===== config.mk =====
export PLATFORM = sky130hd
export DESIGN_NAME = idu_top
export DESIGN_NICKNAME = d
export VERILOG_FILES = /design/src/logic/idu_pkg.sv /design/src/logic/operand_if.sv /design/src/logic/csr_file.sv /design/src/logic/decode_stage.sv /design/src/logic/gpr_file.sv /design/src/logic/idu_top.sv /design/src/logic/inst_decoder.sv
export SDC_FILE = /design/constraint.sdc
export NUM_CORES = 2
export LEC_CHECK = 0
export ABC_AREA = 1
export BUFFER_PORTS_ARGS = -buffer_cell sky130_fd_sc_hd__buf_2
export CORE_MARGIN = 8
export CORE_UTILIZATION = 45
export DETAILED_ROUTE_END_ITERATION = 10
export PLACE_DENSITY = 0.64
export SYNTH_ARGS = -nofsm -noshare
export SYNTH_HDL_FRONTEND = slang
export SYNTH_SLANG_ARGS = --single-unit

===== constraint.sdc =====
create_clock -name clk -period 72.6 [get_ports clk]
set_input_delay 0 -clock clk [delete_from_list [all_inputs] [get_ports clk]]
set_output_delay 0 -clock clk [all_outputs]
set_load 0.03 [all_outputs]

===== src/logic/idu_pkg.sv =====
package idu_pkg;

    localparam int xlen = 32;

    // machine CSR addresses.
    localparam logic [11:0] csr_mstatus   = 12'h300;
    localparam logic [11:0] csr_mtvec     = 12'h305;
    localparam logic [11:0] csr_mepc      = 12'h341;
    localparam logic [11:0] csr_mcause    = 12'h342;
    localparam logic [11:0] csr_mvendorid = 12'hF11;
    localparam logic [11:0] csr_marchid   = 12'hF12;

    localparam logic [xlen-1:0] mvendorid_value = 32'h7973_7978;
    localparam logic [xlen-1:0] marchid_value   = 32'h0000_0025;

    localparam logic [6:0] op_load   = 7'h03;
    localparam logic [6:0] op_imm    = 7'h13;
    localparam logic [6:0] op_store  = 7'h23;
    localparam logic [6:0] op_branch = 7'h63;
    localparam logic [6:0] op_reg    = 7'h33;
    localparam logic [6:0] op_lui    = 7'h37;
    localparam logic [6:0] op_auipc  = 7'h17;
    localparam logic [6:0] op_jal    = 7'h6f;
    localparam logic [6:0] op_jalr   = 7'h67;
    localparam logic [6:0] op_system = 7'h73;
    localparam logic [6:0] op_fence  = 7'h0f;

    // bit positions inside the one-hot alu_op field.
    localparam int alu_add  = 0;
    localparam int alu_sub  = 1;
    localparam int alu_slt  = 2;
    localparam int alu_sltu = 3;
    localparam int alu_and  = 4;
    localparam int alu_or   = 5;
    localparam int alu_xor  = 6;
    localparam int alu_sll  = 7;
    localparam int alu_srl  = 8;
    localparam int alu_sra  = 9;
    localparam int alu_lui  = 10;
    localparam int alu_bne  = 11;
    localparam int alu_beq  = 12;
    localparam int alu_bge  = 13;
    localparam int alu_bgeu = 14;
    localparam int alu_blt  = 15;
    localparam int alu_bltu = 16;

    localparam int alu_op_w = 17;

    typedef struct packed {
        logic [4:0]          rs1;
        logic [4:0]          rs2;
        logic [4:0]          rd;
        logic [xlen-1:0]     imm;
        logic [alu_op_w-1:0] alu_op;
        logic                gpr_we;
        logic                load;
        logic                store;
        logic                src1_is_pc;
        logic                src2_is_imm;
        logic                is_jump;
        logic                is_branch;
        logic                csr_rw;
        logic                csr_rs;
        logic                ecall;
        logic                mret;
        logic                ebreak;
        logic                fence_i;
        logic                illegal;
        logic [2:0]          load_size;  // {word, half, byte}.
        logic [2:0]          store_size; // {word, half, byte}.
        logic                load_unsigned;
    } decode_t;

endpackage


===== src/logic/operand_if.sv =====
interface operand_if import idu_pkg::*; ();

    logic [4:0]      rs1_addr;
    logic [4:0]      rs2_addr;
    logic [11:0]     csr_addr;
    logic [xlen-1:0] src1;
    logic [xlen-1:0] src2;
    logic [xlen-1:0] csr_data;

    // reads are combinational and the data comes back in the same cycle.
    modport stage (output rs1_addr, output rs2_addr, output csr_addr,
                   input src1, input src2, input csr_data);

    modport gpr (input rs1_addr, input rs2_addr, output src1, output src2);

    modport csr (input csr_addr, output csr_data);

endinterface


===== src/logic/csr_file.sv =====
module csr_file import idu_pkg::*; (
    input  logic            clk,
    input  logic            rst,
    operand_if.csr          ops,
    input  logic            csr_we,
    input  logic [11:0]     csr_waddr,
    input  logic [xlen-1:0] csr_wdata
);

    logic [xlen-1:0] mstatus;
    logic [xlen-1:0] mtvec;
    logic [xlen-1:0] mepc;
    logic [xlen-1:0] mcause;

    always_ff @(posedge clk or posedge rst) begin
        if (rst) begin
            mstatus <= '0;
            mtvec   <= '0;
            mepc    <= '0;
            mcause  <= '0;
        end else if (csr_we) begin
            case (csr_waddr)
                csr_mstatus: mstatus <= csr_wdata;
                csr_mtvec:   mtvec   <= csr_wdata;
                csr_mepc:    mepc    <= csr_wdata;
                csr_mcause:  mcause  <= csr_wdata;
                default: ; // id registers and unknown addresses drop the write.
            endcase
        end
    end

    always_comb begin
        case (ops.csr_addr)
            csr_mstatus:   ops.csr_data = mstatus;
            csr_mtvec:     ops.csr_data = mtvec;
            csr_mepc:      ops.csr_data = mepc;
            csr_mcause:    ops.csr_data = mcause;
            csr_mvendorid: ops.csr_data = mvendorid_value;
            csr_marchid:   ops.csr_data = marchid_value;
            default:       ops.csr_data = '0;
        endcase
    end

endmodule


===== src/logic/decode_stage.sv =====
module decode_stage import idu_pkg::*; (
    input  logic            clk,
    input  logic            rst,
    input  logic            fetch_valid,
    input  logic [xlen-1:0] fetch_pc,
    input  logic [xlen-1:0] fetch_inst,
    input  logic            exu_ready,
    input  logic            redirect,
    operand_if.stage        ops,
    output logic            decode_ready,
    output logic            dec_valid,
    output logic [xlen-1:0] dec_pc,
    output decode_t         dec_info,
    output logic [xlen-1:0] dec_src1,
    output logic [xlen-1:0] dec_src2,
    output logic [xlen-1:0] dec_csr_data
);

    decode_t info;

    inst_decoder u_decoder (
        .inst (fetch_inst),
        .info (info)
    );

    assign ops.rs1_addr = info.rs1;
    assign ops.rs2_addr = info.rs2;
    assign ops.csr_addr = info.imm[11:0]; // csr number sits in the I immediate.

    // the stage holds no buffer of its own, so it is ready whenever execute is.
    assign decode_ready = exu_ready;

    always_ff @(posedge clk or posedge rst) begin
        if (rst) begin
            dec_valid    <= 1'b0;
            dec_pc       <= '0;
            dec_info     <= '0;
            dec_src1     <= '0;
            dec_src2     <= '0;
            dec_csr_data <= '0;
        end else if (exu_ready) begin
            if (fetch_valid) begin
                dec_valid    <= ~redirect; // a redirect squashes the word being taken.
                dec_pc       <= fetch_pc;
                dec_info     <= info;
                dec_src1     <= ops.src1;
                dec_src2     <= ops.src2;
                dec_csr_data <= ops.csr_data;
            end else begin
                dec_valid    <= 1'b0;
                dec_pc       <= '0;
                dec_info     <= '0;
                dec_src1     <= '0;
                dec_src2     <= '0;
                dec_csr_data <= '0;
            end
        end
    end

endmodule


===== src/logic/gpr_file.sv =====
module gpr_file import idu_pkg::*; (
    input  logic            clk,
    input  logic            rst,
    operand_if.gpr          ops,
    input  logic            gpr_we,
    input  logic [4:0]      gpr_waddr,
    input  logic [xlen-1:0] gpr_wdata
);

    logic [xlen-1:0] regs [0:31];

    always_ff @(posedge clk or posedge rst) begin
        if (rst) begin
            for (int i = 0; i < 32; i++) begin
                regs[i] <= '0;
            end
        end else if (gpr_we && (gpr_waddr != 5'd0)) begin
            regs[gpr_waddr] <= gpr_wdata;
        end
    end

    // there is no bypass, so a write shows up on the read port one cycle later.
    assign ops.src1 = (ops.rs1_addr == 5'd0) ? '0 : regs[ops.rs1_addr];
    assign ops.src2 = (ops.rs2_addr == 5'd0) ? '0 : regs[ops.rs2_addr];

endmodule


===== src/logic/idu_top.sv =====
module idu_top import idu_pkg::*; (
    input  logic            clk,
    input  logic            rst,
    input  logic            fetch_valid,
    input  logic [xlen-1:0] fetch_pc,
    input  logic [xlen-1:0] fetch_inst,
    input  logic            exu_ready,
    input  logic            redirect,
    input  logic            gpr_we,
    input  logic [4:0]      gpr_waddr,
    input  logic [xlen-1:0] gpr_wdata,
    input  logic            csr_we,
    input  logic [11:0]     csr_waddr,
    input  logic [xlen-1:0] csr_wdata,
    output logic            decode_ready,
    output logic            dec_valid,
    output logic [xlen-1:0] dec_pc,
    output decode_t         dec_info,
    output logic [xlen-1:0] dec_src1,
    output logic [xlen-1:0] dec_src2,
    output logic [xlen-1:0] dec_csr_data
);

    operand_if ops ();

    decode_stage u_stage (
        .clk          (clk),
        .rst          (rst),
        .fetch_valid  (fetch_valid),
        .fetch_pc     (fetch_pc),
        .fetch_inst   (fetch_inst),
        .exu_ready    (exu_ready),
        .redirect     (redirect),
        .ops          (ops.stage),
        .decode_ready (decode_ready),
        .dec_valid    (dec_valid),
        .dec_pc       (dec_pc),
        .dec_info     (dec_info),
        .dec_src1     (dec_src1),
        .dec_src2     (dec_src2),
        .dec_csr_data (dec_csr_data)
    );

    gpr_file u_gpr (
        .clk       (clk),
        .rst       (rst),
        .ops       (ops.gpr),
        .gpr_we    (gpr_we),
        .gpr_waddr (gpr_waddr),
        .gpr_wdata (gpr_wdata)
    );

    csr_file u_csr (
        .clk       (clk),
        .rst       (rst),
        .ops       (ops.csr),
        .csr_we    (csr_we),
        .csr_waddr (csr_waddr),
        .csr_wdata (csr_wdata)
    );

endmodule


===== src/logic/inst_decoder.sv =====
module inst_decoder import idu_pkg::*; (
    input  logic [xlen-1:0] inst,
    output decode_t         info
);

    wire [6:0] opcode = inst[6:0];
    wire [2:0] f3     = inst[14:12];
    wire [6:0] f7     = inst[31:25];
    wire [4:0] rd     = inst[11:7];
    wire [4:0] rs1    = inst[19:15];
    wire [4:0] rs2    = inst[24:20];

    wire r_op   = (opcode == op_reg);
    wire i_op   = (opcode == op_imm);
    wire ld_op  = (opcode == op_load);
    wire st_op  = (opcode == op_store);
    wire br_op  = (opcode == op_branch);
    wire sys_op = (opcode == op_system);

    wire inst_add  = r_op & (f3 == 3'h0) & (f7 == 7'h00);
    wire inst_sub  = r_op & (f3 == 3'h0) & (f7 == 7'h20);
    wire inst_sll  = r_op & (f3 == 3'h1) & (f7 == 7'h00);
    wire inst_slt  = r_op & (f3 == 3'h2) & (f7 == 7'h00);
    wire inst_sltu = r_op & (f3 == 3'h3) & (f7 == 7'h00);
    wire inst_xor  = r_op & (f3 == 3'h4) & (f7 == 7'h00);
    wire inst_srl  = r_op & (f3 == 3'h5) & (f7 == 7'h00);
    wire inst_sra  = r_op & (f3 == 3'h5) & (f7 == 7'h20);
    wire inst_or   = r_op & (f3 == 3'h6) & (f7 == 7'h00);
    wire inst_and  = r_op & (f3 == 3'h7) & (f7 == 7'h00);

    wire inst_addi  = i_op & (f3 == 3'h0);
    wire inst_slli  = i_op & (f3 == 3'h1) & (f7 == 7'h00);
    wire inst_sltiu = i_op & (f3 == 3'h3);
    wire inst_xori  = i_op & (f3 == 3'h4);
    wire inst_srli  = i_op & (f3 == 3'h5) & (f7 == 7'h00);
    wire inst_srai  = i_op & (f3 == 3'h5) & (f7 == 7'h20);
    wire inst_ori   = i_op & (f3 == 3'h6);
    wire inst_andi  = i_op & (f3 == 3'h7);

    wire inst_lb  = ld_op & (f3 == 3'h0);
    wire inst_lh  = ld_op & (f3 == 3'h1);
    wire inst_lw  = ld_op & (f3 == 3'h2);
    wire inst_lbu = ld_op & (f3 == 3'h4);
    wire inst_lhu = ld_op & (f3 == 3'h5);
    wire inst_sb  = st_op & (f3 == 3'h0);
    wire inst_sh  = st_op & (f3 == 3'h1);
    wire inst_sw  = st_op & (f3 == 3'h2);

    wire inst_beq  = br_op & (f3 == 3'h0);
    wire inst_bne  = br_op & (f3 == 3'h1);
    wire inst_blt  = br_op & (f3 == 3'h4);
    wire inst_bge  = br_op & (f3 == 3'h5);
    wire inst_bltu = br_op & (f3 == 3'h6);
    wire inst_bgeu = br_op & (f3 == 3'h7);

    wire inst_lui   = (opcode == op_lui);
    wire inst_auipc = (opcode == op_auipc);
    wire inst_jal   = (opcode == op_jal);
    wire inst_jalr  = (opcode == op_jalr) & (f3 == 3'h0);
    wire inst_csrrw = sys_op & (f3 == 3'h1);
    wire inst_csrrs = sys_op & (f3 == 3'h2);

    // privileged words share opcode with zero funct3, rd and rs1.
    wire sys_plain   = sys_op & (f3 == 3'h0) & (rd == 5'd0) & (rs1 == 5'd0);
    wire inst_ecall  = sys_plain & (f7 == 7'h00) & (rs2 == 5'd0);
    wire inst_ebreak = sys_plain & (f7 == 7'h00) & (rs2 == 5'd1);
    wire inst_mret   = sys_plain & (f7 == 7'h18) & (rs2 == 5'd2);
    wire inst_fence_i = (opcode == op_fence) & (f3 == 3'h1) & (rd == 5'd0) &
                        (rs1 == 5'd0) & (rs2 == 5'd0) & (f7 == 7'h00);
    wire inst_wait    = (inst == '0); // all-zero word idles the core.

    wire is_load  = inst_lb | inst_lh | inst_lw | inst_lbu | inst_lhu;
    wire is_store = inst_sb | inst_sh | inst_sw;

    wire type_r = inst_add | inst_sub | inst_sll | inst_slt | inst_sltu |
                  inst_xor | inst_srl | inst_sra | inst_or | inst_and;
    wire type_i = inst_addi | inst_slli | inst_sltiu | inst_xori | inst_srli |
                  inst_srai | inst_ori | inst_andi | is_load | inst_jalr |
                  inst_csrrw | inst_csrrs | inst_fence_i;
    wire type_b = inst_beq | inst_bne | inst_blt | inst_bge | inst_bltu | inst_bgeu;
    wire type_u = inst_lui | inst_auipc;
    wire type_n = inst_ecall | inst_ebreak | inst_mret | inst_wait;

    wire [xlen-1:0] imm_i = {{20{inst[31]}}, inst[31:20]};
    wire [xlen-1:0] imm_s = {{20{inst[31]}}, inst[31:25], inst[11:7]};
    wire [xlen-1:0] imm_b = {{20{inst[31]}}, inst[7], inst[30:25], inst[11:8], 1'b0};
    wire [xlen-1:0] imm_u = {inst[31:12], 12'b0};
    wire [xlen-1:0] imm_j = {{12{inst[31]}}, inst[19:12], inst[20], inst[30:21], 1'b0};

    always_comb begin
        info     = '0;
        info.rs1 = rs1;
        info.rs2 = rs2;
        info.rd  = rd;

        if (type_i) info.imm = imm_i;
        else if (is_store) info.imm = imm_s;
        else if (type_b) info.imm = imm_b;
        else if (type_u) info.imm = imm_u;
        else if (inst_jal) info.imm = imm_j;

        // address arithmetic for memory, jumps and auipc goes through add.
        info.alu_op[alu_add]  = inst_add | inst_addi | inst_auipc | inst_jal |
                                inst_jalr | is_load | is_store;
        info.alu_op[alu_sub]  = inst_sub;
        info.alu_op[alu_slt]  = inst_slt;
        info.alu_op[alu_sltu] = inst_sltu | inst_sltiu;
        info.alu_op[alu_and]  = inst_and | inst_andi;
        info.alu_op[alu_or]   = inst_or | inst_ori;
        info.alu_op[alu_xor]  = inst_xor | inst_xori;
        info.alu_op[alu_sll]  = inst_sll | inst_slli;
        info.alu_op[alu_srl]  = inst_srl | inst_srli;
        info.alu_op[alu_sra]  = inst_sra | inst_srai;
        info.alu_op[alu_lui]  = inst_lui;
        info.alu_op[alu_bne]  = inst_bne;
        info.alu_op[alu_beq]  = inst_beq;
        info.alu_op[alu_bge]  = inst_bge;
        info.alu_op[alu_bgeu] = inst_bgeu;
        info.alu_op[alu_blt]  = inst_blt;
        info.alu_op[alu_bltu] = inst_bltu;

        info.gpr_we = type_r | (type_i & ~inst_fence_i) | inst_jal | type_u;
        info.load   = is_load;
        info.store  = is_store;

        info.src1_is_pc  = inst_jal | inst_auipc | type_b;
        info.src2_is_imm = type_i | is_store | type_u | inst_jal | type_b;
        info.is_jump     = inst_jal | inst_jalr | type_b | inst_ecall | inst_mret;
        info.is_branch   = type_b;

        info.csr_rw  = inst_csrrw;
        info.csr_rs  = inst_csrrs;
        info.ecall   = inst_ecall;
        info.mret    = inst_mret;
        info.ebreak  = inst_ebreak;
        info.fence_i = inst_fence_i;
        info.illegal = ~(type_r | type_i | is_store | type_b | type_u | inst_jal | type_n);

        info.load_size     = {inst_lw, inst_lh | inst_lhu, inst_lb | inst_lbu};
        info.store_size    = {inst_sw, inst_sh, inst_sb};
        info.load_unsigned = inst_lbu | inst_lhu;
    end

endmodule


==> flow_summary_export.csv <==
group,metric,value,unit
outcome,status,"complete, no violations",
final_layout,post-route-util,51.5,%
routing,routed_wl,275000,µm
timing,worst_pin_slew,1.27,ns
power,power.density,27.4,mW/mm²
routing,vias,67100,
final_layout,drive_above_1_share,9.14,%
grt,grt_pass1_vias,63200,
place,place_hpwl,149000,µm
power,ir_drop,0.0000265,V
yosys,ys_seq_area_share,50.0,%
timing,period_share,7.00,%
floorplanning,die_y,406,µm
grt,grt_max_degree,192,
routing,firstDrtPassIters,9,
critical_path,critPathArrivalTime,5.81,ns
timing,rsz0062_at_grt,"false",
clocking,cts_tree,"yes",
timing,skew,0.0378,ns
critical_path,cp-end-kind,"flop",
critical_path,cp_max_fo,30,
clocking,path_clk_slew,0.06,ns
floorplanning,die_x,406,µm
final_layout,layout_common_cells,"1816 x o21ai_0, 1651 x nand2_1, 1366 x dfrtp_1",
yosys,synth_cell_type_count,50,
yosys,synth_nets,8825,
critical_path,reg2reg_depth,6,
timing,slew_headroom,15.3,%
place,io_buffers,366,
critical_path,crit_top_cell,"nand2_1",
place,place.gp.congestion,0.895,
yosys,yosysWarnings,0,
grt,overflow,0,
critical_path,slowest_stage,"nor2_1",
clocking,clock-sinks,1366,
timing,maxSlewViolCount,0,
clocking,insertion_delay,0.81,ns
yosys,syn_avg_cell_area,7.88,µm²
routing,drc,0,
min_path,hold_depth,4,
floorplanning,core_area,0.151,mm²
power,p_leak,35.2,nW
floorplanning,die_area,0.165,mm²
grt,gr-usage-all-layers,32.2,%
final_layout,layout_commonest_cell,"o21ai_0",
timing,fmax,197,MHz
final_layout,fin_nets,8846,
routing,final_antenna_net_count,0,
timing,setup_violations,0,
timing,layout_min_cycle_time,5.08,ns
yosys,synth_cells,8673,
clocking,cts-buffers-inserted,150,
timing,finalSetupTns,0,ns
routing,drt_iter0_drc,9972,
yosys,synth-seq-cells,1366,
clocking,cts_root_buf,"clkbuf_16",
clocking,clk_path_buf_depth,3,
floorplanning,design.portCount,367,
floorplanning,rows,143,
timing,hold_viol_final,0,
routing,viasPerCell,6.18,
grt,grt_pass1_wl,407000,µm
critical_path,slowest_delay,0.82,ns
floorplanning,start_util,45.1,%
final_layout,area_growth,14.0,%
run,max_cap_violations,0,
critical_path,path_cells,"dlygate4sd3_1 > buf_2 > nand2_1 > dlygate4sd3_1 > inv_1 > nand2_1 > nor2_1 > dlygate4sd3_1 > nand2_1 > nand2_1 > inv_1 > nand2_1 > nor2_8 > nand3_4 > nand2_2 > nand2_2 > nor2_4 > nand2_1 > nor2_1 > a21oi_1 > nand2_1 > nand3_1 > dlygate4sd3_1 > nand2_1",
routing,detail_route.wl_per_cell,25.3,µm
critical_path,required,73.34,ns
critical_path,worst-setup-path-type,"primary input to flop",
critical_path,worstSetupStartpointType,"primary input",
grt,antenna_found_initial,16,
min_path,hold_path.class,"primary input to flop",
yosys,syn_area,0.0683,mm²
final_layout,fillCellCount,14300,
clocking,htreeDepth,4,
clocking,cts_setup_buffers,0,
final_layout,final_cells,10900,
place,dpl.cell_count,10400,
==> cell type report <==
type | count | area, µm² | share of cell area, %
Antenna cell | 8 | 20.0 | 0.0257
Clock buffer | 212 | 4320 | 5.54
Sequential cell | 1366 | 34200 | 43.9
Inverter | 605 | 2320 | 2.98
Timing Repair Buffer | 654 | 4560 | 5.85
Multi-Input combinational cell | 5917 | 29100 | 37.4
Tap cell | 2030 | 2540 | 3.26
Clock inverter | 60 | 810 | 1.04
==> path summary, 6_finish.rpt <==
check	from	end	slack, ns
min	csr_wdata[10]	u_csr.mtvec[10]$_DFFE_PP0P_	0.05
min reg2reg	u_gpr.regs[1003]$_DFFE_PP0P_	u_gpr.regs[1003]$_DFFE_PP0P_	0.40
max in group asynchronous	rst	u_csr.mcause[17]$_DFFE_PP0P_	67.53
max	fetch_inst[0]	u_stage.dec_csr_data[26]$_DFFE_PP0P_	67.52
min in group asynchronous	rst	u_gpr.regs[794]$_DFFE_PP0P_	0.51
max reg2reg	u_gpr.regs[553]$_DFFE_PP0P_	u_stage.dec_src2[9]$_DFFE_PP0P_	70.91
==> state kept, by name (all words and copies together) (netlist names) <==
register and count:
u_stage.dec_info 85, u_stage.dec_valid 1, u_csr.mepc 32, u_stage.dec_src1 32, u_csr.mstatus 32, u_stage.dec_src2 32, u_csr.mcause 32, u_csr.mtvec 32
u_gpr.regs 1024, u_stage.dec_csr_data 32, u_stage.dec_pc 32
==> Yosys cell counts (all sizes together) <==
cell     number  share of area (%)
a2111oi       1              0.013
a211o         5              0.064
a211oi        1              0.011
a21boi        1              0.011
a21o          1              0.011
a21oi       698                5.1
a221oi       35               0.45
a22o         44               0.56
a22oi       120                1.3
a311oi        1              0.013
a31oi         2              0.018
a32o         59               0.86
buf          92               0.60
clkbuf      693                3.8
clkinv       21               0.12
dfrtp      1366                 50
inv         584                3.2
nand2      1676                9.2
nand3       237                1.8
nand3b        1              0.011
nand4       113                1.1
nor2        709                4.1
nor3         14               0.11
nor3b         1              0.011
nor4          6              0.055
o2111ai       4              0.051
o211ai      150                1.6
o21ai      1827                 13
o221ai      124                1.6
o22ai        78               0.71
o311ai        1              0.013
o31ai         2              0.022
o41ai         1              0.013
or2           2              0.018
or3           2              0.018
or4           1              0.011
==> repair_timing <==
action,CTS,global route
endpoints found under the hold margin,1089,0
resized for setup,0,0
hold buffers,187,0
==> routing by layer <==
layer / track usage [%] / vias up / share of wire [%]
li1: - / 29500 / -
met1: 44.2 / 32300 / 39
met2: 47.9 / 4312 / 43
met3: 7.34 / 892 / 12
met4: 16.7 / 8 / 5.8
met5: 0 / - / 0.020
==> cell families (layout without fill, tap and decap cells) <==
logic type | count (synthesis) | after routing | synth area share, %
buffers and inverters | 1390 | 1531 | 7.73
AO/OA/AOI/OAI | 3155 | 3155 | 25.9
flip-flops | 1366 | 1366 | 50.0
AND/OR/NAND/NOR | 2762 | 2762 | 16.4
other | 0 | 8 | 0
==> power by group <==
| group | switching (W) | total, W | internal (W) |
|---|---|---|---|
| sequential | 0.0000843 | 0.000972 | 0.000888 |
| combinational | 0.000236 | 0.000359 | 0.000123 |
| clock | 0.000336 | 0.000803 | 0.000467 |
| total | 0.000656 | 0.00213 | 0.00148 |
==> worst max-delay path, delay by kind of cell <==
kind	cells	cell delay [ns]
simple gates	16	3.09
compound gates	1	0.16
buf+inv	7	2.53
==> through the flow <==
| stage | setup WS [ns] | total power (W) | hold WS, ns | cell area, µm² |
|---|---|---|---|---|
| after CTS | 67.38 | 0.00213 | 0.00345 | 77900 |
| after global placement | 67.74 | 0.00131 | 0.199 | 70900 |
| final | 67.52 | 0.00213 | 0.0550 | 77900 |
| after detailed placement | 67.70 | 0.00132 | 0.198 | 70900 |
| after global routing | 66.83 | 0.00223 | 0.0303 | 77900 |
| after floorplan | 34.09 | 0.00121 | 0.112 | 68300 |
Power figures use the tool's default switching activity.
